==> config.mk <==
export PLATFORM = sky130hd
export DESIGN_NAME = rate_timer
export DESIGN_NICKNAME = d
export VERILOG_FILES = /design/src/hw/wave_pkg.sv /design/src/hw/rate_timer.sv
export SDC_FILE = /design/constraint.sdc
export NUM_CORES = 1
export LEC_CHECK = 0
export ABC_AREA = 0
export ABC_CLOCK_PERIOD_IN_PS = 2450
export BUFFER_PORTS_ARGS = -buffer_cell sky130_fd_sc_hd__buf_2
export CAP_MARGIN = 30
export CELL_PAD_IN_SITES_DETAIL_PLACEMENT = 2
export CELL_PAD_IN_SITES_GLOBAL_PLACEMENT = 2
export CORE_AREA = 3 3 66 68
export CTS_CLUSTER_SIZE = 14
export DETAILED_ROUTE_END_ITERATION = 6
export DIE_AREA = 0 0 69 71
export PLACE_DENSITY = 0.83
export SLEW_MARGIN = 20
export SYNTH_ARGS = -nofsm -noshare
export SYNTH_HDL_FRONTEND = slang
export SYNTH_SLANG_ARGS = --single-unit
==> constraint.sdc <==
create_clock -name ep50trig -period 2.45 [get_ports ep50trig]
set_input_delay 0.3675 -clock ep50trig [delete_from_list [all_inputs] [get_ports ep50trig]]
set_output_delay 0.3675 -clock ep50trig [all_outputs]
set_load 0.01 [all_outputs]
==> src/hw/wave_pkg.sv <==
package wave_pkg;

    //////////////////////////////////////////////////////////////////////
    // widths and stored types
    //////////////////////////////////////////////////////////////////////

    // one word as loaded by the host
    typedef logic [15:0] wave_word_t;
    // presented sample, two words, low half first
    typedef logic [31:0] wave_sample_t;
    // word address into sample ram
    typedef logic [8:0]  ram_addr_t;
    // sample index, one sample = two words
    typedef logic [7:0]  sample_idx_t;
    // rate timer half count
    typedef logic [17:0] half_cnt_t;
    // apb byte address and data
    typedef logic [7:0]  apb_addr_t;
    typedef logic [31:0] apb_data_t;

    // player fsm
    typedef enum logic [2:0] {
        PLAY_IDLE,
        PLAY_WAIT,
        PLAY_FETCH_LO,
        PLAY_FETCH_HI,
        PLAY_PRESENT
    } play_state_t;

    //////////////////////////////////////////////////////////////////////
    // sizes and reset values
    //////////////////////////////////////////////////////////////////////

    localparam int RAM_DEPTH = 512;
    // longest waveform, two words per sample
    localparam logic [8:0] MAX_LENGTH = 9'(RAM_DEPTH / 2);
    localparam half_cnt_t HALF_CNT_RESET = 18'd16;
    // floor for the rate, keeps ticks apart from a running fetch
    localparam half_cnt_t HALF_CNT_MIN = 18'd4;
    localparam logic [8:0] LENGTH_RESET = 9'd1;

    // apb register map
    localparam apb_addr_t REG_CTRL     = 8'h00;
    localparam apb_addr_t REG_HALF_CNT = 8'h04;
    localparam apb_addr_t REG_LENGTH   = 8'h08;
    localparam apb_addr_t REG_WPTR     = 8'h0C;
    localparam apb_addr_t REG_WDATA    = 8'h10;
    localparam apb_addr_t REG_WAVE     = 8'h14;
    localparam apb_addr_t REG_STATUS   = 8'h18;

endpackage

==> src/hw/rate_timer.sv <==
`timescale 1ns/1ps

module rate_timer (
    input  logic                ep50trig,
    input  logic                reset_global,
    input  logic                run,
    input  wave_pkg::half_cnt_t half_cnt,
    input  logic                half_cnt_load,
    output logic                tick
);
    import wave_pkg::*;

    // cycles left before the next tick
    half_cnt_t count;

    //////////////////////////////////////////////////////////////////////
    // down-counter
    //////////////////////////////////////////////////////////////////////

    // period is half_cnt plus one, counts half_cnt down to 0 then
    // spends one more cycle on the terminal count
    always_ff @(posedge ep50trig)
    begin
        if (reset_global)
        begin
            count <= HALF_CNT_RESET;
            tick  <= 1'b0;
        end
        else if (!run || half_cnt_load)
        begin
            // stopped or new rate, start a fresh period
            count <= half_cnt;
            tick  <= 1'b0;
        end
        else if (count == '0)
        begin
            // terminal count, fire and reload
            count <= half_cnt;
            tick  <= 1'b1;
        end
        else
        begin
            count <= count - 1'b1;
            tick  <= 1'b0;
        end
    end

endmodule

**Word level (Yosys, flattened, before mapping)**

Index checks and enable logic that the tools add are counted.

- Multipliers: 0
- Equality and inequality tests: 0
- Mux-type cells: 3
- $add $sub $neg: 1
- Bitwise logic cells: 0
- Divide/modulo/power cells: 0
- Order comparisons: 0
- Shift-type cells: 0
- Reductions and logical operators: 4

Operator list:

| kind | count |
|---|---|
| 18-bit 2-to-1 mux | 2 |
| 18-bit zero test | 1 |
| 18-bit by 1-bit subtractor with 18-bit output (second input constant) | 1 |
| 2-bit OR reduction | 1 |
| 1-bit zero test | 1 |
| 1-bit logical OR | 1 |
| 1-bit 2-to-1 mux | 1 |

- Bits in read-only memories: 0
- RAM bits: 0
- Memories: 0
- Input bits: 22
- Bits in latches: 0
- Bits in registers: 19

**Longest topological paths before layout**

- Depth after elaboration: 3
- Mapped depth: 8
- Gate-level depth less buffers: 6

**Worst setup path before layout**

Ideal clock, no wire load.

- Kind: reg-to-reg
- Start: reg count[0]
- End: reg count[7]
- Path slack: 0.321 ns
- Setup time: 0.123 ns
- Buffers on the path: 2
- Arrival: 2.006 ns
- Period minus slack after synthesis: 2.129 ns
- Data required time: 2.327 ns
- Stages on the path, launching flop included: 9
- Cells stage by stage: dfxtp_1 -> inv_1 -> ha_1 -> or3b_2 -> buf_2 -> nor3_4 -> a21o_1 -> buf_6 -> mux2_1

- Word-level cells in the longest chain between the ends: 3
- Elaborated cells between the ends (all ways): 4
- Those cells by class: 1 x add/sub; 2 x mux; 1 x reduce/logical

Ends and longest elaborated chain:

| item | RTL line | source |
|---|---|---|
| from (decl) | rate_timer.sv:14 | `half_cnt_t count;` |
| from (signal assigned) | rate_timer.sv:32 | `count <= half_cnt;` |
| from (signal assigned) | rate_timer.sv:38 | `count <= half_cnt;` |
| from (signal assigned) | rate_timer.sv:43 | `count <= count - 1'b1;` |
| 18-bit by 1-bit subtractor with 18-bit output / 18-bit zero test (equally long branches) | rate_timer.sv:43, rate_timer.sv:35 |  |
| 18-bit 2-to-1 mux * | rate_timer.sv:35 | `else if (count == '0)` |
| 18-bit 2-to-1 mux * | rate_timer.sv:29 | `else if (!run \|\| half_cnt_load)` |

Every way passes the cells marked *; elsewhere a longest branch is shown, timed or not.
A chain may end at the register's enable or synchronous reset.

**Final worst setup path**

- Start: reg count[0]
- End: reg count[0]

The elaborated chain is that of the path after synthesis.

==> impl_metrics.ini <==
[finish]
utilization = 0.365
seqCellArea_um2 = 380
multi_input_area_um2 = 757
layout-drive-gt1-share = 0.256
layout.nets = 188
nFillCells = 486
area_delta_synth_final_pct = 16.9
antenna_cells = 0

[timing]
post-route-worst-setup-slack_ns = 0.244
period_needed_ns = 2.21
rsz0062_at_grt = false
period_share = 0.900
setup-tns-final_ns = 0
fmax_ghz = 0.453
final_max_slew_viol_count = 0
setup_viol = 0
fin_skew_ns = 0.00253
hold_viol = 0
slew_headroom = 0.496
worst_pin_slew_ns = 0.749

[synth]
yosysSeqAreaShare = 0.311
syn_area_mm2 = 0.00122
synthMuxAreaShare = 0.0583
ys_top_cells_by_area = dfxtp_1 31%, a211oi_1 4.9%, nor4_1 4.6%, or4_1 3.1%, o21ai_0 2.9%
synthCells = 141
synth-compound-area-share = 0.235
synth_adder_area_share = 0.0102
synth_top_family_by_area = simple AND/OR/NAND/NOR gates
yosysUniqueCellTypes = 45
yosys.area_share.simple = 0.264
ys_ff_latch = 19
syn_nets = 164
yosys_warnings = 0
synth_top_area_frac = 0.311
synth-xor-area-share = 0.0501
synth_ff_type = dfxtp_1
synthArstFlopShare = 0
yosysTopAreaCell = dfxtp_1
synth_edf_count = 0
synth_area_per_cell_um2 = 8.68

[hold_path]
hp-start = half_cnt[9]
hp-class = in2reg

[drt]
postRouteWirelength_mm = 3.94
viasPerCell = 5.57
wire_per_inst_um = 18.4
first_pass_iters = 4
via_count = 1191
first_iter_violations = 31
drc = 0
ant_nets = 0

[job]
drv_cap = 0

[cts]
cts_max_path_buffers = 2
clock_insertion_delay_worst_skew_ns = 0.26
cts_sinks = 19
cts_tree = done
htreeDepth = 1
numCtsBuffers = 3
post_cts_buffers = 0
cts-hold-fix-buffers = 0
path_clk_slew_ns = 0.08
ctsRootBufferMaster = clkbuf_8

[floorplan]
core_area_mm2 = 0.00391
rows = 23
io_pins = 23
dieWidth_um = 69
fp.dieH_um = 71
start_util = 0.313
dieArea_mm2 = 0.00490

[placed_design]
hpwl_mm = 2.91
portBuffers = 22
place.gp.congestion = 0.780
pre_cts_ws_ns = 0.216

[power]
power_frac_seq = 0.475
combinationalPowerShare = 0.232
ir_drop_v = 0.000187
swShare = 0.320
switchingPower_w = 0.000248
power_density_mw_per_mm2 = 541
internal_power_w = 0.000526
p_leak_nw = 0.541
clockPowerShare = 0.294

[setup_path]
worstSetupEndpointType = flop
rr_startpoint = count[0]$_SDFF_PP0_
worst_ep_required_time_ns = 2.60
cp-start-kind = flop
cp.arrival_ns = 2.36
startpoint = count[0]$_SDFF_PP0_
crit_type = reg2reg
critPathMaxFanout = 9

[outcome]
outcome = finished clean

[global_route]
antenna_found_initial = 0
grt_max_degree = 15
grt_util_all_layers = 0.172
gr-total-overflow = 0
grt_pass1_vias = 1317
grt_pass1_wl_mm = 6.72
[worst max-delay path, stage by stage (launching register included)]
cell	delay, ns
dfxtp_1	0.35
inv_1	0.08
ha_1	0.20
or3b_2	0.60
nor3_4	0.30
a21oi_2	0.21
mux2_4	0.35
[stage by stage]
step	power [W]	std cells	cell area (um2)	hold slack [ns]
detailed placement	0.000548	210	1380	0.507
CTS	0.000780	214	1430	0.345
floorplan	0.000488	141	1220	0.469
finish	0.000774	214	1430	0.345
global placement	0.000534	210	1380	0.496
global route	0.000827	214	1430	0.354
[final timing paths]
path	to	cells past startpoint	slack, ns
setup / recovery	count[0]$_SDFF_PP0_	6	0.24
hold / removal	count[9]$_SDFF_PP0_	3	0.35
setup reg to reg	count[0]$_SDFF_PP0_	6	0.24
hold reg to reg	count[15]$_SDFF_PP0_	2	0.52
[area by class of cell]
| type | instances | share of cell area |
|---|---|---|
| clock buffer | 4 | 0.0315 |
| inverter | 8 | 0.0210 |
| multi-input combinational | 105 | 0.529 |
| sequential | 19 | 0.266 |
| tap | 50 | 0.0437 |
| timing repair buffer | 28 | 0.108 |
[power groups by stage]
stage                     Sequential, W  Clock (W)  Combinational (W)
final                          0.000367   0.000227           0.000179
after global routing           0.000373   0.000254           0.000200
after CTS                      0.000367   0.000232           0.000180
after detailed placement       0.000373          0           0.000175
after global placement         0.000370          0           0.000164
after floorplan                0.000359          0           0.000129
[registers in the layout, indices dropped and copies added, names as in the netlist]
name	count
tick	1
count	18
[timing repair]
action,4_1_cts,5_1_grt
resized for setup,0,1
endpoints found under the hold margin,0,0
setup endpoints to repair,0,1
[kinds of logic (layout without fill, tap and decap cells)]
family                   after synthesis  after routing
AND/OR/NAND/NOR                       52             52
XOR/XNOR                               7              7
adder cells (fa/ha/maj)                1              1
AO/OA/AOI/OAI                         39             39
flip-flops                            19             19
multiplexers                           6              6
buffers and inverters                 17             40
[placed cells by master, fill, tap and decap left out, drive strengths merged, types with 4 or more instances in the layout]
cell | netlist | routed
xor2 | 4 | 4
inv | 8 | 8
a2111oi | 4 | 4
nor2 | 9 | 9
or4 | 6 | 6
nor2b | 4 | 4
a211oi | 8 | 8
clkbuf | 3 | 4
nor3 | 6 | 6
buf | 6 | 28
o21ai | 7 | 7
nor4 | 11 | 11
nand2 | 7 | 7
a21oi | 5 | 5
dfxtp | 19 | 19
[synth_stat cells (2+ instances only)]
| master | n |
|---|---|
| dfxtp_1 | 19 |
| nor2_1 | 9 |
| nor4_1 | 9 |
| a211oi_1 | 8 |
| inv_1 | 8 |
| nand2_1 | 7 |
| o21ai_0 | 7 |
| nor3_1 | 5 |
| or4_1 | 5 |
| a21oi_1 | 4 |
| nor2b_1 | 4 |
| xor2_1 | 4 |
| a2111oi_0 | 3 |
| buf_6 | 3 |
| clkbuf_1 | 3 |
| mux2i_1 | 3 |
| nand4_1 | 3 |
| o31a_1 | 3 |
| xnor2_1 | 3 |
| a21o_1 | 2 |
| buf_1 | 2 |
| mux2_4 | 2 |
| nor4_2 | 2 |
| o221ai_1 | 2 |
[per-layer routing]
layer	track usage	vias up	routed length (um)
met1	0.199	581	1700
met4	0.0390	0	30
met3	0.0241	4	110
met2	0.331	22	2090
li1	-	584	-
met5	0	-	0
Power figures use the tool's default switching activity.
