$ cat config.mk
export PLATFORM = sky130hd
export DESIGN_NAME = wave_host_regs_flat
export DESIGN_NICKNAME = d
export VERILOG_FILES = /design/src/hw/wave_pkg.sv /design/src/hw/wave_mem_if.sv /design/src/hw/wave_host_regs.sv /design/src/flat_wrapper.sv
export SDC_FILE = /design/constraint.sdc
export NUM_CORES = 1
export LEC_CHECK = 0
export ABC_AREA = 1
export BUFFER_PORTS_ARGS = -buffer_cell sky130_fd_sc_hd__clkbuf_2
export CAP_MARGIN = 15
export CORE_ASPECT_RATIO = 0.5
export CORE_MARGIN = 3
export CORE_UTILIZATION = 47
export DETAILED_ROUTE_END_ITERATION = 10
export GPL_TIMING_DRIVEN = 1
export PLACE_DENSITY_LB_ADDON = 0.2
export SLEW_MARGIN = 40
export SYNTH_ARGS = -nofsm -noshare
export SYNTH_HDL_FRONTEND = slang
export SYNTH_SLANG_ARGS = --single-unit
$ cat constraint.sdc
create_clock -name ep50trig -period 3 [get_ports ep50trig]
set_input_delay 0.15 -clock ep50trig [delete_from_list [all_inputs] [get_ports ep50trig]]
set_output_delay 0.15 -clock ep50trig [all_outputs]
set_load 0.05 [all_outputs]
$ cat src/hw/wave_pkg.sv
package wave_pkg;

    //////////////////////////////////////////////////////////////////////
    // widths and stored types
    //////////////////////////////////////////////////////////////////////

    // one word as loaded by the host
    typedef logic [15:0] wave_word_t;
    // presented sample, two words, low half first
    typedef logic [31:0] wave_sample_t;
    // word address into sample ram
    typedef logic [8:0]  ram_addr_t;
    // sample index, one sample = two words
    typedef logic [7:0]  sample_idx_t;
    // rate timer half count
    typedef logic [17:0] half_cnt_t;
    // apb byte address and data
    typedef logic [7:0]  apb_addr_t;
    typedef logic [31:0] apb_data_t;

    // player fsm
    typedef enum logic [2:0] {
        PLAY_IDLE,
        PLAY_WAIT,
        PLAY_FETCH_LO,
        PLAY_FETCH_HI,
        PLAY_PRESENT
    } play_state_t;

    //////////////////////////////////////////////////////////////////////
    // sizes and reset values
    //////////////////////////////////////////////////////////////////////

    localparam int RAM_DEPTH = 512;
    // longest waveform, two words per sample
    localparam logic [8:0] MAX_LENGTH = 9'(RAM_DEPTH / 2);
    localparam half_cnt_t HALF_CNT_RESET = 18'd16;
    // floor for the rate, keeps ticks apart from a running fetch
    localparam half_cnt_t HALF_CNT_MIN = 18'd4;
    localparam logic [8:0] LENGTH_RESET = 9'd1;

    // apb register map
    localparam apb_addr_t REG_CTRL     = 8'h00;
    localparam apb_addr_t REG_HALF_CNT = 8'h04;
    localparam apb_addr_t REG_LENGTH   = 8'h08;
    localparam apb_addr_t REG_WPTR     = 8'h0C;
    localparam apb_addr_t REG_WDATA    = 8'h10;
    localparam apb_addr_t REG_WAVE     = 8'h14;
    localparam apb_addr_t REG_STATUS   = 8'h18;

endpackage

$ cat src/hw/wave_mem_if.sv
`timescale 1ns/1ps

interface wave_mem_if;
    import wave_pkg::*;

    // write port, host side
    logic       wr_en;
    ram_addr_t  wr_addr;
    wave_word_t wr_data;

    // read port, player side
    // rd_data is valid one cycle after rd_en
    logic       rd_en;
    ram_addr_t  rd_addr;
    wave_word_t rd_data;

    // register block loads words
    modport host (
        output wr_en,
        output wr_addr,
        output wr_data
    );

    // player fetches word pairs
    modport player (
        output rd_en,
        output rd_addr,
        input  rd_data
    );

    // ram sees both ports from the other side
    modport memory (
        input  wr_en,
        input  wr_addr,
        input  wr_data,
        input  rd_en,
        input  rd_addr,
        output rd_data
    );

endinterface

$ cat src/hw/wave_host_regs.sv
`timescale 1ns/1ps

module wave_host_regs (
    input  logic                                   ep50trig,
    input  logic                                   reset_global,
    input  wave_pkg::apb_addr_t                    paddr,
    input  logic                                   psel,
    input  logic                                   penable,
    input  logic                                   pwrite,
    input  wave_pkg::apb_data_t                    pwdata,
    output wave_pkg::apb_data_t                    prdata,
    output logic                                   pready,
    output logic                                   pslverr,
    wave_mem_if.host                               mem,
    output logic                                   run,
    output wave_pkg::half_cnt_t                    half_cnt,
    output logic                                   half_cnt_load,
    output logic [$bits(wave_pkg::sample_idx_t):0] length,
    input  logic                                   playing,
    input  wave_pkg::sample_idx_t                  sample_index,
    input  wave_pkg::wave_sample_t                 wave
);
    import wave_pkg::*;

    // access phase, completes this cycle since pready is tied high
    logic      access;
    logic      wr_access;
    logic      addr_mapped;
    logic      addr_read_only;
    // word pointer for sample loads
    ram_addr_t wptr;
    // clamped write values
    half_cnt_t half_cnt_wr;
    logic [$bits(sample_idx_t):0] length_raw;
    logic [$bits(sample_idx_t):0] length_wr;

    assign access    = psel && penable;
    assign wr_access = access && pwrite && addr_mapped && !addr_read_only;
    assign pready    = 1'b1;

    //////////////////////////////////////////////////////////////////////
    // decode and clamps
    //////////////////////////////////////////////////////////////////////

    assign addr_read_only = (paddr == REG_WAVE) || (paddr == REG_STATUS);

    // rate floor
    assign half_cnt_wr = (pwdata[$bits(half_cnt_t)-1:0] < HALF_CNT_MIN) ?
                         HALF_CNT_MIN : pwdata[$bits(half_cnt_t)-1:0];

    // 0 means full length, anything past it saturates
    assign length_raw = pwdata[$bits(sample_idx_t):0];
    assign length_wr  = ((length_raw == '0) || (length_raw > MAX_LENGTH)) ?
                        MAX_LENGTH : length_raw;

    // unmapped address, or a write to a read-only register
    assign pslverr = access && (!addr_mapped || (pwrite && addr_read_only));

    //////////////////////////////////////////////////////////////////////
    // registers
    //////////////////////////////////////////////////////////////////////

    always_ff @(posedge ep50trig)
    begin
        if (reset_global)
        begin
            run           <= 1'b0;
            half_cnt      <= HALF_CNT_RESET;
            half_cnt_load <= 1'b0;
            length        <= LENGTH_RESET;
            wptr          <= '0;
        end
        else
        begin
            // one-cycle pulse, timer reloads from the new value
            half_cnt_load <= wr_access && (paddr == REG_HALF_CNT);
            if (wr_access)
            begin
                case (paddr)
                    REG_CTRL:     run      <= pwdata[0];
                    REG_HALF_CNT: half_cnt <= half_cnt_wr;
                    REG_LENGTH:   length   <= length_wr;
                    REG_WPTR:     wptr     <= pwdata[$bits(ram_addr_t)-1:0];
                    // wraps at RAM_DEPTH by width
                    REG_WDATA:    wptr     <= wptr + 1'b1;
                    default:      wptr     <= wptr;
                endcase
            end
        end
    end

    // sample load, written at the edge that ends the access
    assign mem.wr_en   = wr_access && (paddr == REG_WDATA);
    assign mem.wr_addr = wptr;
    assign mem.wr_data = pwdata[$bits(wave_word_t)-1:0];

    //////////////////////////////////////////////////////////////////////
    // readback
    //////////////////////////////////////////////////////////////////////

    always_comb
    begin
        addr_mapped = 1'b1;
        prdata      = '0;
        case (paddr)
            REG_CTRL:     prdata[0] = run;
            REG_HALF_CNT: prdata[$bits(half_cnt_t)-1:0] = half_cnt;
            REG_LENGTH:   prdata[$bits(sample_idx_t):0] = length;
            REG_WPTR:     prdata[$bits(ram_addr_t)-1:0] = wptr;
            // write-only data port reads as zero
            REG_WDATA:    prdata = '0;
            REG_WAVE:     prdata = wave;
            REG_STATUS:
            begin
                prdata[0]    = playing;
                prdata[15:8] = sample_index;
            end
            default:      addr_mapped = 1'b0;
        endcase
    end

endmodule

$ cat src/flat_wrapper.sv
// flat-port wrapper written by rule: the top's interface ports become plain ports
module wave_host_regs_flat import wave_pkg::*;
  (ep50trig, reset_global, paddr, psel, penable, pwrite, pwdata, prdata, pready, pslverr, run, half_cnt, half_cnt_load, length, playing, sample_index, wave, mem_wr_en, mem_wr_addr, mem_wr_data);
  wave_mem_if mem_i ();
  input  logic ep50trig;
  input  logic reset_global;
  input  wave_pkg::apb_addr_t paddr;
  input  logic psel;
  input  logic penable;
  input  logic pwrite;
  input  wave_pkg::apb_data_t pwdata;
  output wave_pkg::apb_data_t prdata;
  output logic pready;
  output logic pslverr;
  output logic run;
  output wave_pkg::half_cnt_t half_cnt;
  output logic half_cnt_load;
  output logic [$bits(wave_pkg::sample_idx_t):0] length;
  input  logic playing;
  input  wave_pkg::sample_idx_t sample_index;
  input  wave_pkg::wave_sample_t wave;
  output wire logic [$bits(mem_i.wr_en)-1:0] mem_wr_en;
  output wire logic [$bits(mem_i.wr_addr)-1:0] mem_wr_addr;
  output wire logic [$bits(mem_i.wr_data)-1:0] mem_wr_data;
  assign mem_wr_en = mem_i.wr_en;
  assign mem_wr_addr = mem_i.wr_addr;
  assign mem_wr_data = mem_i.wr_data;
  wave_host_regs u_core (.ep50trig(ep50trig), .reset_global(reset_global), .paddr(paddr), .psel(psel), .penable(penable), .pwrite(pwrite), .pwdata(pwdata), .prdata(prdata), .pready(pready), .pslverr(pslverr), .mem(mem_i), .run(run), .half_cnt(half_cnt), .half_cnt_load(half_cnt_load), .length(length), .playing(playing), .sample_index(sample_index), .wave(wave));
endmodule
Yosys cells after proc, flatten, opt, wreduce, memory -nomap -nowiden
Index checks and enable logic that the tools add are counted.
{ "op_classes": {"addsub": 1, "n_lt_le_gt_ge": 2, "n_eq_ne": 6, "mux": 10, "n_reduce_logical": 21} }
{ "ops": {"columns": ["operator", "n"], "rows": [
  ["$pmux 7 s4", 1],
  ["$eq 8x5->1 const B", 3],
  ["$pmux 7 s3", 1],
  ["$lt 18x3->1 const B", 1],
  ["$mux 18", 1],
  ["$pmux 9 s2", 1],
  ["$eq 8x4->1 const B", 2],
  ["$mux 14", 1],
  ["$add 9x1->9 const B", 1],
  ["$gt 9x9->1 const B", 1],
  ["$logic_not 9->1", 1],
  ["$mux 9", 1],
  ["$eq 8x3->1 const B", 1],
  ["$logic_and 1x1->1", 8],
  ["$logic_not 8->1", 1],
  ["$reduce_and 2->1", 4],
  ["$reduce_or 7->1", 1],
  ["$pmux 1 s6", 1],
  ["$pmux 1 s5", 1],
  ["$pmux 2 s2", 1],
  ["$logic_or 1x1->1", 3],
  ["$logic_not 1->1", 2],
  ["$reduce_bool 2->1", 1],
  ["$mux 1", 1]
]} }
{ "totals": {"reg_bits": 38, "input_bits": 86, "word_cells": 45} }

Depth between registers and ports, before layout
{ "logic_depth": {"depth_word": 6, "depth_mapped": 12, "mapped_depth_nobuf": 11} }

Worst setup path after synthesis
No wires, ideal clock.
{ "synth_timing": {"kind": "register -> output", "startpoint": "reg u_core.half_cnt[17]", "endpoint": "out prdata[17]", "arrival_time_ns": 1.859, "required_time_ns": 2.850, "path_slack_ns": 0.991, "path_stages_with_launch": 3, "n_path_buf": 0, "cell_sequence": "dfxtp_1 > inv_1 > o21ai_0"} }
{ "synth_via": {"elab_chain_cells": 1} }
{ "synth_rtl": {"columns": ["element", "line", "source"], "rows": [
  ["start, declared", "wave_host_regs.sv:16", "output wave_pkg::half_cnt_t half_cnt,"],
  ["start signal, assigned", "wave_host_regs.sv:81", "REG_HALF_CNT: half_cnt <= half_cnt_wr;"],
  ["$pmux 2 s2", "wave_host_regs.sv:105", "case (paddr)"],
  ["end, declared", "flat_wrapper.sv:12", "output wave_pkg::apb_data_t prdata;"]
]} }
No other way between the ends.

Worst setup path after layout
{ "layout_timing": {"startpoint": "in paddr[0]", "endpoint": "out prdata[6]"} }
{ "layout_via": {"elab_chain_cells": 2, "elab_cells_between_ends": 5} }
{ "layout_rtl": {"columns": ["element", "line", "source"], "rows": [
  ["start, declared", "flat_wrapper.sv:7", "input wave_pkg::apb_addr_t paddr;"],
  ["$eq 8x5->1, or another cell as far along", "wave_host_regs.sv:105", null],
  ["$pmux 7 s4 (*)", "wave_host_regs.sv:105", null]
]} }
Mark *: on every way between the ends. The rest lies on a longest branch, timed or not.

==> tab_implementation.tex <==
\begin{tabular}{lr}
\hline
Metric & Value \\
\hline
\multicolumn{2}{l}{\textbf{Worst setup path}} \\
Critical-path maximum fanout & 16 \\
Worst setup path class & in -> out \\
Category of the worst setup path launch point & primary input \\
Worst setup path start & paddr[0] \\
Element type at the critical path end & primary output \\
Arrival time reported for the critical path endpoint & 1.90 ns \\
Worst Path Required & between 2 and 3 ns \\
Reg2Reg Launch Point & u\_core.mem.wr\_addr[0] \\
R2R Setup Slk & 1.56 ns \\
\multicolumn{2}{l}{\textbf{Yosys}} \\
Sequential fraction of the synthesis area & between 20\% and 30\% \\
Synthesis warning total & 0 \\
Top cells by area in the synthesized netlist & sky130\_fd\_sc\_hd\_\_dfxtp\_1, sky130\_fd\_sc\_hd\_\_nand2\_1, sky130\_fd\_sc\_hd\_\_nor2\_1, sky130\_fd\_sc\_hd\_\_inv\_1, sky130\_fd\_sc\_hd\_\_nand3\_1 \\
Synth cell types & 32 \\
Mean area per synthesized cell & roughly 6 sq um \\
Post-Synthesis Cells & roughly 460 \\
Synthesized netlist net count & 548 \\
Cell area after technology mapping & 2780 sq um \\
Number of synthesized register bits & 38 \\
Post-synth top area share & 27.4\% \\
Cell type with the highest aggregate area in the netlist & sky130\_fd\_sc\_hd\_\_dfxtp\_1 \\
\multicolumn{2}{l}{\textbf{Finish}} \\
Filler Cell Count & 563 \\
Number of inserted diodes & 0 \\
Final net count & a little under 700 \\
Share of final-layout standard cells stronger than drive strength 1 & about a third \\
Layout-stage area growth over the synthesis result & 30.1\% \\
Final core utilization & between 60\% and 70\% \\
\multicolumn{2}{l}{\textbf{Worst hold path}} \\
Hold path startpoint & pwdata[16] \\
Worst hold path class & in -> reg \\
\multicolumn{2}{l}{\textbf{Pwr}} \\
Maximum vdd ir drop & 228 uV \\
Power, Total & 1.24 mW \\
Standby leakage power & 2.06 nW \\
Pwr per Cell Area & 342 nW/um\^{}2 \\
\multicolumn{2}{l}{\textbf{Drt}} \\
Ratio of routed vias to standard cells & 4.89 \\
Detailed-route via count & roughly 3300 \\
Routed WL & 8280 um \\
Routed length per instance & 12.4 um \\
Detailed-route DRC error count & 0 \\
Initial DRT Pass Iterations & 5 \\
Number of nets still failing antenna checks after routing & 0 \\
Iter 0 DRT Violations & 209 \\
\multicolumn{2}{l}{\textbf{Placement}} \\
RePlAce Congestion & 0.825 \\
Number of buffers added on ports & approximately 160 \\
Sum of net half-perimeters after detailed placement & roughly 6600 um \\
\multicolumn{2}{l}{\textbf{Clock tree}} \\
Clock sinks & 38 \\
Depth of the CTS H-tree & 2 \\
Max clock buf depth & 2 \\
Post-CTS sizing & 0 \\
CTS Root Buffer Type & sky130\_fd\_sc\_hd\_\_clkbuf\_16 \\
Register clock-pin slew on the reported worst setup and hold paths & 0.06 ns \\
Latest clock arrival within the worst-skew pair & 0.28 ns \\
Number of buffers inserted by hold repair at cts & 0 \\
Total CTS buffers & 5 \\
CTS tree & done \\
Total setup buffers inserted after CTS & 0 \\
\multicolumn{2}{l}{\textbf{Floorplanning}} \\
Die outline width & 115 um \\
Placeable Area & 5610 sq um \\
Number of standard-cell rows in the floorplan & 19 \\
Full die area & about 7000 sq um \\
Effective utilization at floorplan & 49.6\% \\
Ports & 175 \\
Die H & between 60 and 70 um \\
\multicolumn{2}{l}{\textbf{Global route}} \\
Number of antenna violations at the first check in global routing & 0 \\
Overflow left after global routing & 0 \\
Pin count of the biggest net entering global routing & 28 \\
Tot GR Track Use & 23.1\% \\
Vias in the first global route & 2731 \\
Wire length of the first global-routing pass & 12600 um \\
\multicolumn{2}{l}{\textbf{Timing}} \\
Ratio of final minimum period to clock period & 68.2\% \\
RSZ-0062 raised after global routing & no \\
Final number of setup-violating endpoints & 0 \\
Final critical-path required period & $\sim$2.0 ns \\
Worst Clk Skew & roughly 0.0024 ns \\
Count of pins over their slew limit & 0 \\
Final hold violation count & 0 \\
Max frequency & 489 MHz \\
TNS Setup & 0 ns \\
\multicolumn{2}{l}{\textbf{Run}} \\
Max-cap violations & 0 \\
\multicolumn{2}{l}{\textbf{Outcome}} \\
Result of the run & finished, final reports clean \\
\hline
\end{tabular}
[where the power goes]
group | total (mW) | switching (mW) | internal [mW]
sequential | 0.505 | 0.0000953 | 0.505
clock | 0.546 | 0.217 | 0.329
combinational | 0.187 | 0.128 | 0.0593
total | 1.24 | 0.345 | 0.893
[cell usage in the layout (no fill, tap or decap), types with 2 or more instances in the layout]
cell type                   synthesis  final
sky130_fd_sc_hd__o211ai_1           3      3
sky130_fd_sc_hd__clkbuf_2           0    159
sky130_fd_sc_hd__dfxtp_1           38     38
sky130_fd_sc_hd__clkbuf_16          0      5
sky130_fd_sc_hd__a21oi_1            9      9
sky130_fd_sc_hd__nand2_4            7      7
sky130_fd_sc_hd__nor2_8             2      2
sky130_fd_sc_hd__nor2_1            74     74
sky130_fd_sc_hd__clkinv_1           2      2
sky130_fd_sc_hd__nand4_1           12     12
sky130_fd_sc_hd__inv_1             59     59
sky130_fd_sc_hd__o2111ai_1          4      4
sky130_fd_sc_hd__inv_2              7      7
sky130_fd_sc_hd__o21ai_0           22     22
sky130_fd_sc_hd__nand2_2            4      4
sky130_fd_sc_hd__nor2_2             6      6
sky130_fd_sc_hd__a211oi_2           4      4
sky130_fd_sc_hd__buf_4             20      2
sky130_fd_sc_hd__nand2_1          133    133
sky130_fd_sc_hd__nand3_1           31     31
[per-stage QoR]
stage / setup slack [ns] / hold slack [ns] / instances / instance area, sq um
3_5_place_dp: 0.943 / 0.364 / 662 / 3470
6_report: 0.953 / 0.0740 / 670 / 3620
5_1_grt: 0.781 / 0.0863 / 670 / 3620
3_3_place_gp: 0.989 / 0.365 / 662 / 3470
2_1_floorplan: 0.991 / 0.223 / 461 / 2780
4_1_cts: 0.943 / 0.0746 / 670 / 3620
[final cells by class]
type	count	area, sq um	area share, %
Timing Repair Buffer	161	811	22.4
Tap cell	73	91.3	2.52
Clock buffer	6	139	3.84
Clock inverter	2	12.5	0.346
Sequential cell	38	761	21.0
Inverter	68	255	7.05
Multi-Input combinational cell	322	1550	42.8
[routing by layer]
| metal | vias to the layer above | GRT usage (%) | share of wire, % |
|---|---|---|---|
| met5 | - | 0 | 0 |
| met4 | 0 | 5.69 | 0.82 |
| met2 | 138 | 38.8 | 44 |
| met3 | 7 | 4.58 | 8.3 |
| li1 | 1694 | - | - |
| met1 | 1440 | 31.3 | 47 |
[worst paths after layout]
path,end,cells past startpoint
min,u_core.half_cnt[16],3
max,prdata[6],12
max reg2reg,u_core.mem.wr_addr[8],10
min reg2reg,u_core.half_cnt[9],2
[critical path, stage by stage]
cell and delay [ns]:
sky130_fd_sc_hd__clkbuf_2 0.10, sky130_fd_sc_hd__inv_2 0.03, sky130_fd_sc_hd__nand2_1 0.16, sky130_fd_sc_hd__nor2_2 0.07
sky130_fd_sc_hd__nand2_4 0.16, sky130_fd_sc_hd__clkinv_1 0.32, sky130_fd_sc_hd__buf_4 0.30, sky130_fd_sc_hd__nand2_1 0.06
sky130_fd_sc_hd__o21ai_0 0.10, sky130_fd_sc_hd__a21oi_1 0.12, sky130_fd_sc_hd__o21ai_0 0.09, sky130_fd_sc_hd__clkbuf_2 0.24
[sequential cells by signal, indices dropped and copies added (netlist names)]
name,flops
u_core.half_cnt_load,1
u_core.mem.wr_addr,9
u_core.length,9
u_core.run,1
u_core.half_cnt,18
[synthesized netlist by cell type (all sizes together)]
| cell | count |
|---|---|
| nand4 | 12 |
| nand2 | 144 |
| clkbuf | 5 |
| nor2 | 83 |
| o2111ai | 4 |
| clkinv | 2 |
| a211oi | 4 |
| buf | 28 |
| o211ai | 3 |
| inv | 66 |
| a211o | 1 |
| conb | 1 |
| ha | 1 |
| nor3 | 1 |
| a22o | 1 |
| xor2 | 1 |
| a21oi | 9 |
| dfxtp | 38 |
| o21ai | 23 |
| nand3 | 33 |
| o31ai | 1 |
[logic make-up after synthesis]
family | count (synthesis) | share of synthesized area, %
adder cells (fa/ha/maj) | 1 | 0.450
buffers and inverters | 101 | 16.9
AND/OR/NAND/NOR | 273 | 44.3
flip-flops | 38 | 27.4
AO/OA/AOI/OAI | 46 | 10.5
XOR/XNOR | 1 | 0.315
other | 1 | 0.135
(Power assumes the default switching activity.)
