[src/hw/wave_pkg.sv]
package wave_pkg;

    //////////////////////////////////////////////////////////////////////
    // widths and stored types
    //////////////////////////////////////////////////////////////////////

    // one word as loaded by the host
    typedef logic [15:0] wave_word_t;
    // presented sample, two words, low half first
    typedef logic [31:0] wave_sample_t;
    // word address into sample ram
    typedef logic [8:0]  ram_addr_t;
    // sample index, one sample = two words
    typedef logic [7:0]  sample_idx_t;
    // rate timer half count
    typedef logic [17:0] half_cnt_t;
    // apb byte address and data
    typedef logic [7:0]  apb_addr_t;
    typedef logic [31:0] apb_data_t;

    // player fsm
    typedef enum logic [2:0] {
        PLAY_IDLE,
        PLAY_WAIT,
        PLAY_FETCH_LO,
        PLAY_FETCH_HI,
        PLAY_PRESENT
    } play_state_t;

    //////////////////////////////////////////////////////////////////////
    // sizes and reset values
    //////////////////////////////////////////////////////////////////////

    localparam int RAM_DEPTH = 512;
    // longest waveform, two words per sample
    localparam logic [8:0] MAX_LENGTH = 9'(RAM_DEPTH / 2);
    localparam half_cnt_t HALF_CNT_RESET = 18'd16;
    // floor for the rate, keeps ticks apart from a running fetch
    localparam half_cnt_t HALF_CNT_MIN = 18'd4;
    localparam logic [8:0] LENGTH_RESET = 9'd1;

    // apb register map
    localparam apb_addr_t REG_CTRL     = 8'h00;
    localparam apb_addr_t REG_HALF_CNT = 8'h04;
    localparam apb_addr_t REG_LENGTH   = 8'h08;
    localparam apb_addr_t REG_WPTR     = 8'h0C;
    localparam apb_addr_t REG_WDATA    = 8'h10;
    localparam apb_addr_t REG_WAVE     = 8'h14;
    localparam apb_addr_t REG_STATUS   = 8'h18;

endpackage

[src/hw/wave_mem_if.sv]
`timescale 1ns/1ps

interface wave_mem_if;
    import wave_pkg::*;

    // write port, host side
    logic       wr_en;
    ram_addr_t  wr_addr;
    wave_word_t wr_data;

    // read port, player side
    // rd_data is valid one cycle after rd_en
    logic       rd_en;
    ram_addr_t  rd_addr;
    wave_word_t rd_data;

    // register block loads words
    modport host (
        output wr_en,
        output wr_addr,
        output wr_data
    );

    // player fetches word pairs
    modport player (
        output rd_en,
        output rd_addr,
        input  rd_data
    );

    // ram sees both ports from the other side
    modport memory (
        input  wr_en,
        input  wr_addr,
        input  wr_data,
        input  rd_en,
        input  rd_addr,
        output rd_data
    );

endinterface

[src/hw/playback_ctrl.sv]
`timescale 1ns/1ps

module playback_ctrl (
    input  logic                                  ep50trig,
    input  logic                                  reset_global,
    input  logic                                  run,
    input  logic                                  tick,
    input  logic [$bits(wave_pkg::sample_idx_t):0] length,
    wave_mem_if.player                            mem,
    output wave_pkg::wave_sample_t                wave,
    output logic                                  wave_strobe,
    output logic                                  playing,
    output wave_pkg::sample_idx_t                 sample_index
);
    import wave_pkg::*;

    play_state_t  state;
    sample_idx_t  idx;
    // low half, held while the high word is read
    wave_word_t   lo_word;
    // last presented sample
    wave_sample_t wave_q;
    // samples played once idx is done
    logic [$bits(sample_idx_t):0] next_count;
    logic         last_sample;

    assign next_count  = {1'b0, idx} + 1'b1;
    // >= so a shorter length written mid-run still wraps
    assign last_sample = (next_count >= length);

    //////////////////////////////////////////////////////////////////////
    // fsm
    //////////////////////////////////////////////////////////////////////

    always_ff @(posedge ep50trig)
    begin
        if (reset_global)
        begin
            state  <= PLAY_IDLE;
            idx    <= '0;
            wave_q <= '0;
        end
        else
        begin
            case (state)
                PLAY_IDLE:
                begin
                    idx <= '0;
                    if (run)
                    begin
                        state <= PLAY_WAIT;
                    end
                end
                PLAY_WAIT:
                begin
                    if (!run)
                    begin
                        state <= PLAY_IDLE;
                        idx   <= '0;
                    end
                    else if (tick)
                    begin
                        state <= PLAY_FETCH_LO;
                    end
                end
                // fetch runs to the end even if run drops
                PLAY_FETCH_LO:
                begin
                    state <= PLAY_FETCH_HI;
                end
                PLAY_FETCH_HI:
                begin
                    state <= PLAY_PRESENT;
                end
                PLAY_PRESENT:
                begin
                    wave_q <= {mem.rd_data, lo_word};
                    if (!run)
                    begin
                        state <= PLAY_IDLE;
                        idx   <= '0;
                    end
                    else
                    begin
                        state <= PLAY_WAIT;
                        idx   <= last_sample ? '0 : next_count[$bits(sample_idx_t)-1:0];
                    end
                end
                default:
                begin
                    state <= PLAY_IDLE;
                end
            endcase
        end
    end

    // low word arrives during FETCH_HI
    always_ff @(posedge ep50trig)
    begin
        if (state == PLAY_FETCH_HI)
        begin
            lo_word <= mem.rd_data;
        end
    end

    //////////////////////////////////////////////////////////////////////
    // ram reads and outputs
    //////////////////////////////////////////////////////////////////////

    // word address 2*idx, then 2*idx+1
    assign mem.rd_en   = (state == PLAY_FETCH_LO) || (state == PLAY_FETCH_HI);
    assign mem.rd_addr = {idx, (state == PLAY_FETCH_HI)};

    // high word is live in PRESENT, sample shows up with the strobe
    assign wave_strobe  = (state == PLAY_PRESENT);
    assign wave         = wave_strobe ? {mem.rd_data, lo_word} : wave_q;
    assign playing      = (state != PLAY_IDLE);
    assign sample_index = idx;

endmodule

[src/flat_wrapper.sv]
// flat-port wrapper written by rule: the top's interface ports become plain ports
module playback_ctrl_flat import wave_pkg::*;
  (ep50trig, reset_global, run, tick, length, wave, wave_strobe, playing, sample_index, mem_rd_en, mem_rd_addr, mem_rd_data);
  wave_mem_if mem_i ();
  input  logic ep50trig;
  input  logic reset_global;
  input  logic run;
  input  logic tick;
  input  logic [$bits(wave_pkg::sample_idx_t):0] length;
  output wave_pkg::wave_sample_t wave;
  output logic wave_strobe;
  output logic playing;
  output wave_pkg::sample_idx_t sample_index;
  output wire logic [$bits(mem_i.rd_en)-1:0] mem_rd_en;
  output wire logic [$bits(mem_i.rd_addr)-1:0] mem_rd_addr;
  input wire logic [$bits(mem_i.rd_data)-1:0] mem_rd_data;
  assign mem_rd_en = mem_i.rd_en;
  assign mem_rd_addr = mem_i.rd_addr;
  assign mem_i.rd_data = mem_rd_data;
  playback_ctrl u_core (.ep50trig(ep50trig), .reset_global(reset_global), .run(run), .tick(tick), .length(length), .mem(mem_i), .wave(wave), .wave_strobe(wave_strobe), .playing(playing), .sample_index(sample_index));
endmodule
[config.mk]
export PLATFORM = sky130hd
export DESIGN_NAME = playback_ctrl_flat
export DESIGN_NICKNAME = d
export VERILOG_FILES = /design/src/hw/wave_pkg.sv /design/src/hw/wave_mem_if.sv /design/src/hw/playback_ctrl.sv /design/src/flat_wrapper.sv
export SDC_FILE = /design/constraint.sdc
export NUM_CORES = 1
export LEC_CHECK = 0
export BUFFER_PORTS_ARGS = -buffer_cell sky130_fd_sc_hd__buf_2
export CORE_ASPECT_RATIO = 0.9
export CORE_MARGIN = 4
export CORE_UTILIZATION = 46
export CTS_BUF_LIST = sky130_fd_sc_hd__clkbuf_4 sky130_fd_sc_hd__clkbuf_8 sky130_fd_sc_hd__clkbuf_16
export CTS_CLUSTER_SIZE = 20
export DETAILED_ROUTE_END_ITERATION = 10
export PLACE_DENSITY = 0.74
export SLEW_MARGIN = 20
export SYNTH_ARGS = -nofsm -noshare
export SYNTH_HDL_FRONTEND = slang
export SYNTH_SLANG_ARGS = --single-unit
[constraint.sdc]
create_clock -name ep50trig -period 2.8 [get_ports ep50trig]
set_clock_uncertainty 0.05 [all_clocks]
set_input_delay 0.42 -clock ep50trig [delete_from_list [all_inputs] [get_ports ep50trig]]
set_output_delay 0.42 -clock ep50trig [all_outputs]
set_load 0.005 [all_outputs]
* Word level (Yosys, flattened, before mapping)
Index checks and enable logic that the tools add are counted.
Word-level totals: memories kept 0, ROM bits 0, latch bits 0, register bits after elaboration 59, input port bits 29, RAM bits 0
Cells by class: div/mod/pow operators 0, mux-type cells 10, $lt $le $gt $ge 1, equal/unequal tests 7, bitwise logic cells 0, shift operators 0, reduce and logical (&&, ||, !) cells 6, $add $sub $neg 1, multiply operators 0
Operators with widths (count):
- two-way mux 32 bit | 1
- two-way mux 8 bit | 3
- one-hot mux 8 bit (3 select lines) | 1
- one-hot mux 3 bit (5 select lines) | 1
- adder 8 x 1 -> 9 bit, second input constant | 1
- >= comparator 9 bit | 1
- two-way mux 3 bit | 3
- equality test 3 x 2 -> 1 bit, second input constant | 2
- nonzero test 3 bit | 2
- inequality test 2 bit, second input constant | 2
- AND reduction 2 bit | 2
- equality test 3 x 1 -> 1 bit, second input constant | 1
- equality test 3 bit, second input constant | 1
- logical NOT 3 bit | 1
- inequality test 3 bit, second input constant | 1
- logical OR 1 bit | 1
- two-way mux 1 bit | 1

* Logic depth before layout (Yosys ltp)
Gate-level depths: netlist (run 1).
word-level depth 5, gate-level depth with buffers 12, gate-level depth less buffers 11

* Least setup slack after synthesis (run 1)
OpenSTA, ideal clock, no wires.
path kind reg-to-reg, start reg u_core.idx[0] (netlist: u_core.sample_index[0]), end reg u_core.idx[1] (netlist: u_core.sample_index[1]), period minus slack after synthesis 2.661 ns, arrival 2.483 ns, buffers on the path 1, cell stages (with the launch flop) 13, setup slack 0.139 ns, cells stage by stage dfxtp_1 -> ha_1 -> and3_1 -> and3_1 -> nor2b_1 -> or2_2 -> ha_1 -> nand4_1 -> nor3_1 -> and4bb_1 -> buf_4 -> a32oi_1 -> nor2_1
Between the ends: word-level cells in the longest chain between the ends 5
RTL lines:
- from (decl) | RTL line playback_ctrl.sv:18 | sample_idx_t idx;
- from (signal assigned) | RTL line playback_ctrl.sv:86 | idx <= last_sample ? '0 : next_count[$bits(sample_idx_t)-1:0];
- adder 8 x 1 -> 9 bit * | RTL line playback_ctrl.sv:27 | assign next_count = {1'b0, idx} + 1'b1;
- >= comparator 9 bit | RTL line playback_ctrl.sv:29 | assign last_sample = (next_count >= length);
- two-way mux 8 bit * | RTL line playback_ctrl.sv:86
- two-way mux 8 bit * | RTL line playback_ctrl.sv:78 | if (!run)
- one-hot mux 8 bit (3 select lines) * | RTL line playback_ctrl.sv:45 | case (state)
Mark *: on every way between the ends. The rest lies on a longest branch, timed or not. A chain may end at the register's enable or synchronous reset.

* Final worst setup path (run 1)
start reg u_core.idx[1] (netlist: u_core.sample_index[1]), end reg u_core.idx[4] (netlist: u_core.sample_index[4])
Same word-level chain as after synthesis.

==> results of run 1 <==
-- registers in the layout (all words and copies together) (netlist names) --
signal / flops
u_core.lo_word: 16
u_core.wave_q: 32
u_core.sample_index: 8
u_core.state: 3
-- path summary, 6_finish.rpt --
path | start | end | cells past startpoint
worst max-delay path | u_core.sample_index[1] | u_core.sample_index[4] | 10
worst min-delay path | mem_rd_data[12] | u_core.lo_word[12] | 1
worst max register to register | u_core.sample_index[1] | u_core.sample_index[4] | 10
worst min register to register | u_core.state[2] | u_core.state[1] | 1
-- metal layers --
layer / vias to the layer above / global-route usage
met5: - / 0
met4: 0 / 0.04381
met3: 2 / 0.08215
met2: 55 / 0.2500
met1: 867 / 0.1931
li1: 929 / -
-- timing repair --
action | in CTS | in global routing
setup endpoints to repair | 0 | 8
gates resized for setup | 0 | 14
endpoints found under the hold margin | 0 | 0
-- worst max-delay path, cell delays in order, from the launching register on --
cell     delay [ns]
dfxtp_4        0.36
ha_2           0.18
and3_4         0.18
and3_4         0.18
nor2b_1        0.13
or2_2          0.31
ha_4           0.28
nand4_1        0.12
o32a_4         0.47
a32oi_2        0.22
nor2_1         0.05
-- cell type report --
class                   count  area share
well taps                  70     0.02581
clock buffers               9     0.03650
repair buffers             84      0.1268
multi-input cells         139      0.3746
inverters                   9    0.009956
clock inverters             7     0.02987
flip-flops and latches     59      0.3964
-- stage by stage --
| step | std cells | cell area, um2 | worst slack [ns] |
|---|---|---|---|
| 6_report | 377 | 3393 | 0.1360 |
| 5_1_grt | 377 | 3393 | 0.0002294 |
| 4_1_cts | 377 | 3321 | 0.01387 |
| 3_5_place_dp | 361 | 3095 | 0.02619 |
| 3_3_place_gp | 361 | 3095 | 0.09967 |
| 2_1_floorplan | 225 | 2708 | 0.1392 |
-- cells by family (layout without fill, tap and decap cells) --
logic type,count (synthesis),in the layout,share of synthesized area
and+or+nand+nor,73,73,0.1613
DFF,59,59,0.4954
muxes,32,32,0.1733
buffers and inverters,27,109,0.06100
AOI/OAI and AO/OA,21,21,0.05314
adders and majority gates,10,10,0.04621
xor gates and xnor gates,3,3,0.009706
-- power groups by stage --
stage                     clock network (mW)  registers [mW]  logic (mW)
final                                  0.846           0.883      0.0759
after global routing                   0.917           0.884      0.0858
after CTS                              0.872           0.884      0.0741
after detailed placement                   0           0.904      0.0736
after global placement                     0           0.903      0.0718
after floorplan                            0           0.903      0.0374
-- cell usage after synthesis (3+ instances only) --
cell,instances
a211oi_1,3
inv_1,9
ha_1,10
edfxtp_1,16
or2_2,3
nand2_1,5
dfxtp_1,43
nor2b_1,38
buf_6,4
buf_4,9
a21oi_1,7
mux2_4,29
nor2_1,7
clkbuf_1,5
a32oi_1,4
mux2_2,3
and2_1,4
o211ai_1,3
and3_1,4
nand2b_1,3
==> results.cfg, run 1 <==
[status]
status = finished clean

[power_and_ir_drop]
p_leak_nw = 1.579
intPower_mw = 1.421
p_clk_frac = 0.469
power_frac_comb = 0.042
p_sw_frac = 0.2128
peakVddDrop_mv = 0.4326
p_per_area_mw_per_mm2 = 532.0
p_seq_frac = 0.489
switching_power_uw = 384.2
p_total_mw = 1.805

[synth]
synth_edf_count = 16
synth_top_cells_by_area = dfxtp_1 32%, edfxtp_1 18%, mux2_4 16%, nor2b_1 8.8%, ha_1 4.6%
synthesis.area_mm2 = 0.002708
syn_inst = 225
syn_avg_cell_area_um2 = 12.03
ys_ff_latch = 59
ys_async_sr_fraction = 0
yosysTopAreaCellShare = 0.3179
synth-main-ff-cell = dfxtp_1
synth_cell_type_count = 33
syn_nets = 264
synth-seq-area-share = 0.4954
ys_warn_count = 0
yosysTopAreaCell = dfxtp_1

[worst_setup_path]
arrival_ns = 2.80
worstSetupPathType = flip-flop to flip-flop
ff2ff_setup_slack_ns = 0.14
crit_fanout = 8
crit_required_ns = 2.94
end_kind = flip-flop
startpoint_type = flip-flop

[route]
postRouteAntennaNets = 0
via_per_inst = 4.915
met3_length_um = 386
wl_um = 5336
vias = 1853
m1WireLength_um = 2331
dr.first_iter.drc_count = 78
wl_met2_um = 2594
wire_per_inst_um = 14.15
drc = 0
top_layer = met4
drt_pass1_iterations = 4

[placement]
gp_congestion = 0.7785
post-dp-hpwl_um = 3753
numPortBuffers = 80

[finish]
n_antenna_cell = 0
nFillCells = 473
syn2layout_area_growth_pct = 25.32
final_cell_mix = 80 x buf_2, 42 x dfxtp_1, 38 x nor2b_1, 29 x mux2_4, 16 x edfxtp_1
regArea_mm2 = 0.001345
fin_nets = 341
multiInputGateArea_mm2 = 0.001271
final_common_cell = buf_2
drive_above_1_share = 0.4821
post-route-util = 0.5960

[min_path]
hold_path_class = input pin to flip-flop

[timing]
slew_viol_final = 0
finalCritPeriodShare = 0.9514
hold_viol = 0
hold_ws_ns = 0.2237
finalSetupViolations = 0
worst_pin_slew_ns = 0.8361
fin_tns_setup_ns = 0
grt_setup_unrepaired = false
fin_crit_ns = 2.664
relSlewSlack = 0.4426
max_freq_ghz = 0.3754

[clocking]
htreeDepth = 3
cts.sinks = 59
cts_root_buf = clkbuf_8
cts_setup_buffers = 0
cts_made_buffers = 9
cts_buffer_depth = 2
cts_tree = built
clk_latency_ns = 0.33
clk_pin_slew_worst_paths_ns = 0.07
ctsHoldBuffers = 0

[floorplanning]
initial_utilization = 0.4756
die_w_um = 88.87
io_pins = 81
dieArea_mm2 = 0.007179
core_area_mm2 = 0.005693
die_y_um = 80.79
rows = 26

[grt]
overflow = 0
antenna_found_initial = 0
grt_pass1_vias = 1842
grt_first_pass_wirelength_um = 8576
grt_max_degree = 44
grt.total_usage = 0.1596

[flow_run]
drv_cap = 0
No activity file was read; power rests on OpenSTA's default activity.
==> run 2: changes to the inputs <==
--- a/config.mk
+++ b/config.mk
@@ -8,11 +8,11 @@
 export BUFFER_PORTS_ARGS = -buffer_cell sky130_fd_sc_hd__buf_2
 export CORE_ASPECT_RATIO = 0.9
 export CORE_MARGIN = 4
-export CORE_UTILIZATION = 46
-export CTS_BUF_LIST = sky130_fd_sc_hd__clkbuf_4 sky130_fd_sc_hd__clkbuf_8 sky130_fd_sc_hd__clkbuf_16
+export CORE_UTILIZATION = 48
+export CTS_BUF_LIST = sky130_fd_sc_hd__clkbuf_8
 export CTS_CLUSTER_SIZE = 20
 export DETAILED_ROUTE_END_ITERATION = 10
-export PLACE_DENSITY = 0.74
+export PLACE_DENSITY = 0.77
 export SLEW_MARGIN = 20
 export SYNTH_ARGS = -nofsm -noshare
 export SYNTH_HDL_FRONTEND = slang
==> run 2 against run 1 <==
Against the previous run:
- worst setup slack worse by 0.079 ns
- sequential cell count stayed put
- maximum frequency is 2.9% lower
- utilization is 2.7 points higher
- critical path depth stayed put
- combinational power hardly changed
- clock power is 19% lower
- wire length is 1.5% higher
- cell count is 1.1% lower
- critical path type unchanged
- largest power group unchanged
- highest routed layer unchanged
==> results.cfg, run 2 (same netlist as run 1, synthesis figures left out) <==
[timing]
relSlewSlack = 0.4674
hold_viol = 0
final.setup.worst_slack_ns = 0.05700
finalCritPeriodShare = 0.9796
max_freq_ghz = 0.3646
slew_viol_final = 0
fin_crit_ns = 2.743
worst_pin_slew_ns = 0.7989
finalSetupViolations = 0

[floorplanning]
core_area_mm2 = 0.005349
die_w_um = 87.17
io_pins = 81
dieArea_mm2 = 0.006908
die_y_um = 79.25
initial_utilization = 0.5062
rows = 25

[worst_setup_path]
startpoint_type = flip-flop
crit_fanout = 8
worstSetupPathType = flip-flop to flip-flop
crit_family = simple AND/OR/NAND/NOR gates
end_kind = flip-flop
rr_startpoint = u_core.sample_index[1]
path_buf_inv = 0
rr_endpoint = u_core.sample_index[3]
reg2reg_depth = 10
cpPeakStageDelay_ns = 0.48
arrival_ns = 2.87
worstPathCellList = ha_2 > and3_4 > and3_1 > nor2b_1 > or2_2 > ha_1 > nand4_1 > o32a_4 > a32oi_2 > nor2_1
ff2ff_setup_slack_ns = 0.06
crit_required_ns = 2.92
startpoint = u_core.sample_index[1]
worst_path_max_delay_cell = o32a_4

[finish]
top_register = u_core.wave_q
largest_register_ff_count = 32
final_cell_mix = 80 x buf_2, 42 x dfxtp_1, 38 x nor2b_1, 29 x mux2_4, 16 x edfxtp_1
final_common_cell = buf_2
n_antenna_cell = 0
syn2layout_area_growth_pct = 23.06
final-instance-count-excl-fill = 373
postLayoutCellArea_mm2 = 0.003332
drive_above_1_share = 0.4673
fin_nets = 340

[route]
postRouteAntennaNets = 0
drc = 0
drt_pass1_iterations = 4
dr.first_iter.drc_count = 101
wire_per_inst_um = 14.53
via_per_inst = 4.920
wl_um = 5418
vias = 1835

[placement]
placed_area_mm2 = 0.003097
numPortBuffers = 80
gp_congestion = 0.7899
post-dp-hpwl_um = 3661
pre_cts_ws_ns = 0.001382
post-place-cells = 357

[clocking]
cts_buffer_depth = 2
cts.sinks = 59
clk_pin_slew_worst_paths_ns = 0.06
cts_setup_buffers = 0
cts_tree = built
htreeDepth = 3
cts_made_buffers = 9
clk_latency_ns = 0.32
ctsHoldBuffers = 0
cts_root_buf = clkbuf_8

[status]
status = finished clean

[grt]
overflow = 0
gr-usage-met3 = 0.05809
grt_first_pass_wirelength_um = 8838
antenna_found_initial = 0
grt_max_degree = 44
grt_pass1_vias = 1878
busiest_layer = met2
grt.total_usage = 0.1630
grtUsageMet2 = 0.2693
grt_util_met1 = 0.1937

[power_and_ir_drop]
p_total_mw = 1.644
p_per_area_mw_per_mm2 = 493.5
p_leak_nw = 1.577
peakVddDrop_mv = 0.4598

[min_path]
hold_path_class = input pin to flip-flop
hold-path-endpoint = u_core.lo_word[8]
whs_path_depth = 1
hold_start = mem_rd_data[8]

[flow_run]
drv_cap = 0
==> run 2: cell count changes in the layout (fill, tap and decap cells not counted), sizes merged <==
cell and delta:
bufinv -2, inv +1, clkinvlp -2, buf -1, clkbuf +3
==> run 2: worst max-delay path by stage <==
stage                        endpoint  slack, ns  cells after the start
3_5_place_dp   u_core.sample_index[3]      0.001                     11
3_3_place_gp   u_core.sample_index[1]       0.11                     11
6_report       u_core.sample_index[3]       0.06                     10
4_1_cts        u_core.sample_index[3]       0.05                     10
5_1_grt        u_core.sample_index[3]      -0.05                     10
2_1_floorplan  u_core.sample_index[1]       0.14                     12
==> run 2: what timing repair did <==
item	CTS	global route
gates resized for setup	2	9
pin swaps	0	6
hold endpoints to repair	0	0
setup endpoints to repair	1	8
gates cloned	0	0
==> run 2: final cells by class <==
cell class / count / area [um2]
fillers: 444 / 2017
flip-flops and latches: 59 / 1343
multi-input cells: 139 / 1254
repair buffers: 83 / 435.4
clock buffers: 12 / 165.2
well taps: 67 / 83.83
inverters: 9 / 33.78
clock inverters: 4 / 17.52
==> run 2: per-stage QoR <==
stage          utilization  hold slack, ns  TNS [ns]
2_1_floorplan            -          0.4192         0
3_3_place_gp        0.5789          0.4546         0
3_5_place_dp        0.5789          0.4549         0
4_1_cts             0.6138          0.2203         0
5_1_grt             0.6229          0.2149   -0.1644
6_report            0.6229          0.2383         0
==> run 2: routing by layer <==
layer,up-vias,wire [um]
li1,927,-
met1,862,2282
met2,42,2786
met3,4,307
met4,0,43
met5,-,0
==> run 2: power by group <==
group	switching, mW	leakage, nW	internal, mW
Combinational	0.0408	0.982	0.0349
Clock	0.299	0.105	0.384
Sequential	0.00340	0.491	0.882
==> run 3: changes to the inputs <==
==> constraint.sdc (replaced) <==
create_clock -name ep50trig -period 2.8 [get_ports ep50trig]
set_clock_uncertainty 0.05 [all_clocks]
set_input_delay 0.42 -clock ep50trig [delete_from_list [all_inputs] [get_ports ep50trig]]
set_output_delay 0.42 -clock ep50trig [all_outputs]
set_load 0.05 [all_outputs]
==> run 3 against run 2 <==
Against the previous run:
- via count rose by 0.87%
- maximum frequency increased by 3.2%
- die area stayed put
- highest routed layer unchanged
- critical path depth stayed put
- utilization up 0.37 points
- critical endpoint is now u_core.sample_index[7]
- global-route usage rose by 1.1 points
- clock power increased by 14%
- power increased by 7.0%
- critical path type unchanged
- combinational power is 25% higher
- first-iteration DRC count down 5.9%
- sequential cell count unchanged
==> results.cfg, run 3 (same netlist as run 1, synthesis figures left out) <==
[status]
status = finished clean

[finish]
regArea_mm2 = 0.001346
final_common_cell = buf_2
top_register = u_core.wave_q
syn2layout_area_growth_pct = 23.80
drive_above_1_share = 0.4706
fin_nets = 341
largest_register_ff_count = 32
n_antenna_cell = 0
final-instance-count-excl-fill = 373
final_cell_mix = 80 x buf_2, 41 x dfxtp_1, 38 x nor2b_1, 29 x mux2_4, 16 x edfxtp_1
nFillCells = 439
multiInputGateArea_mm2 = 0.001254

[route]
dr.first_iter.drc_count = 95
drt_pass1_iterations = 4
wire_per_inst_um = 15.03
drc = 0
postRouteAntennaNets = 0
wl_um = 5607
via_per_inst = 4.962
vias = 1851

[worst_setup_path]
crit_family = simple AND/OR/NAND/NOR gates
worst_path_max_delay_cell = o32a_4
worstPathCellList = ha_2 > and3_4 > and3_1 > nor2b_1 > or2_4 > ha_4 > nand4_1 > o32a_4 > a32oi_1 > nor2_1
crit_required_ns = 2.93
startpoint_type = flip-flop
worstSetupPathType = flip-flop to flip-flop
end_kind = flip-flop
arrival_ns = 2.79
path_buf_inv = 0
cpPeakStageDelay_ns = 0.47
ff2ff_setup_slack_ns = 0.14
crit_fanout = 8

[grt]
antenna_found_initial = 0
grt_max_degree = 44
grt.total_usage = 0.1739
grt_first_pass_wirelength_um = 9121
grt_pass1_vias = 1916
overflow = 0

[floorplanning]
core_area_mm2 = 0.005349
initial_utilization = 0.5062
die_w_um = 87.17
rows = 25
io_pins = 81
dieArea_mm2 = 0.006908
die_y_um = 79.25

[power_and_ir_drop]
switching_power_uw = 370.5
p_seq_frac = 0.502
p_leak_nw = 1.581
p_clk_frac = 0.444
power_frac_comb = 0.054
peakVddDrop_mv = 0.3982
p_sw_frac = 0.2105
p_per_area_mw_per_mm2 = 525.0
intPower_mw = 1.389

[timing]
hold_viol = 0
slew_viol_final = 0
fin_tns_setup_ns = 0
finalCritPeriodShare = 0.9494
finalSetupViolations = 0
hold_ws_ns = 0.2248
relSlewSlack = 0.4782
fin_crit_ns = 2.658
grt_setup_unrepaired = false
max_freq_ghz = 0.3762
worst_pin_slew_ns = 0.7826

[clocking]
clk_latency_ns = 0.33
cts_made_buffers = 9
cts.sinks = 59
cts_setup_buffers = 0
cts_buffer_depth = 2
cts_root_buf = clkbuf_8
cts_tree = built
htreeDepth = 3
clk_pin_slew_worst_paths_ns = 0.06

[placement]
gp_congestion = 0.8012
post-place-cells = 358
post-dp-hpwl_um = 3860
numPortBuffers = 80

[min_path]
hold_path_class = input pin to flip-flop

[flow_run]
drv_cap = 0
[run 3: metrics by stage]
| stage | worst slack, ns | cell area, um2 | util | total power, mW |
|---|---|---|---|---|
| finish | 0.1418 | 3352 | 0.6267 | 1.760 |
| global route | 0.005841 | 3352 | 0.6267 | 1.830 |
| CTS | 0.007408 | 3302 | 0.6173 | 1.782 |
| detailed placement | -0.03021 | 3094 | 0.5785 | 0.9972 |
| global placement | 0.08018 | 3094 | 0.5785 | 0.9950 |
| floorplan | 0.01293 | 2710 | - | 0.9606 |
[run 3: path summary, 6_finish.rpt]
kind,depth (start not counted),from,endpoint
max reg2reg,10,u_core.sample_index[0],u_core.sample_index[7]
max,10,u_core.sample_index[0],u_core.sample_index[7]
min,1,mem_rd_data[4],u_core.lo_word[4]
min reg2reg,2,u_core.sample_index[0],u_core.sample_index[0]
[run 3: worst reg2reg max path, stage by stage (launching register included)]
cell and delay, ns:
dfxtp_4 0.36, ha_2 0.20, and3_4 0.18, and3_1 0.19, nor2b_1 0.14, or2_4 0.24, ha_4 0.26, nand4_1 0.13
o32a_4 0.47, a32oi_1 0.22, nor2_1 0.06
[run 3: final cells by class]
class / count / share of cell area
multi-input combinational: 139 / 0.3740
inverter: 9 / 0.01008
clock buffer: 12 / 0.04927
tap: 67 / 0.02501
timing repair buffer: 84 / 0.1284
clock inverter: 3 / 0.01157
sequential: 59 / 0.4016
[run 3: repair_timing]
item                                    4_1_cts  5_1_grt
endpoints found under the setup margin        4        8
pin swaps                                     0        5
gates cloned                                  0        0
hold buffers                                  0        0
resized for setup                             2        9
[run 3: power groups by stage]
| stage | sequential (mW) | combinational, mW | clock [mW] |
|---|---|---|---|
| 6_report | 0.884 | 0.0948 | 0.781 |
| 5_1_grt | 0.885 | 0.104 | 0.841 |
| 4_1_cts | 0.885 | 0.0940 | 0.803 |
| 3_5_place_dp | 0.904 | 0.0936 | 0 |
| 3_3_place_gp | 0.903 | 0.0918 | 0 |
| 2_1_floorplan | 0.903 | 0.0578 | 0 |
[run 3: metal layers]
metal	wire, um	up-vias	track usage
met5	0	-	0
met4	60	0	0.06288
met3	333	6	0.07884
met2	2884	49	0.2876
met1	2329	871	0.1971
li1	-	925	-
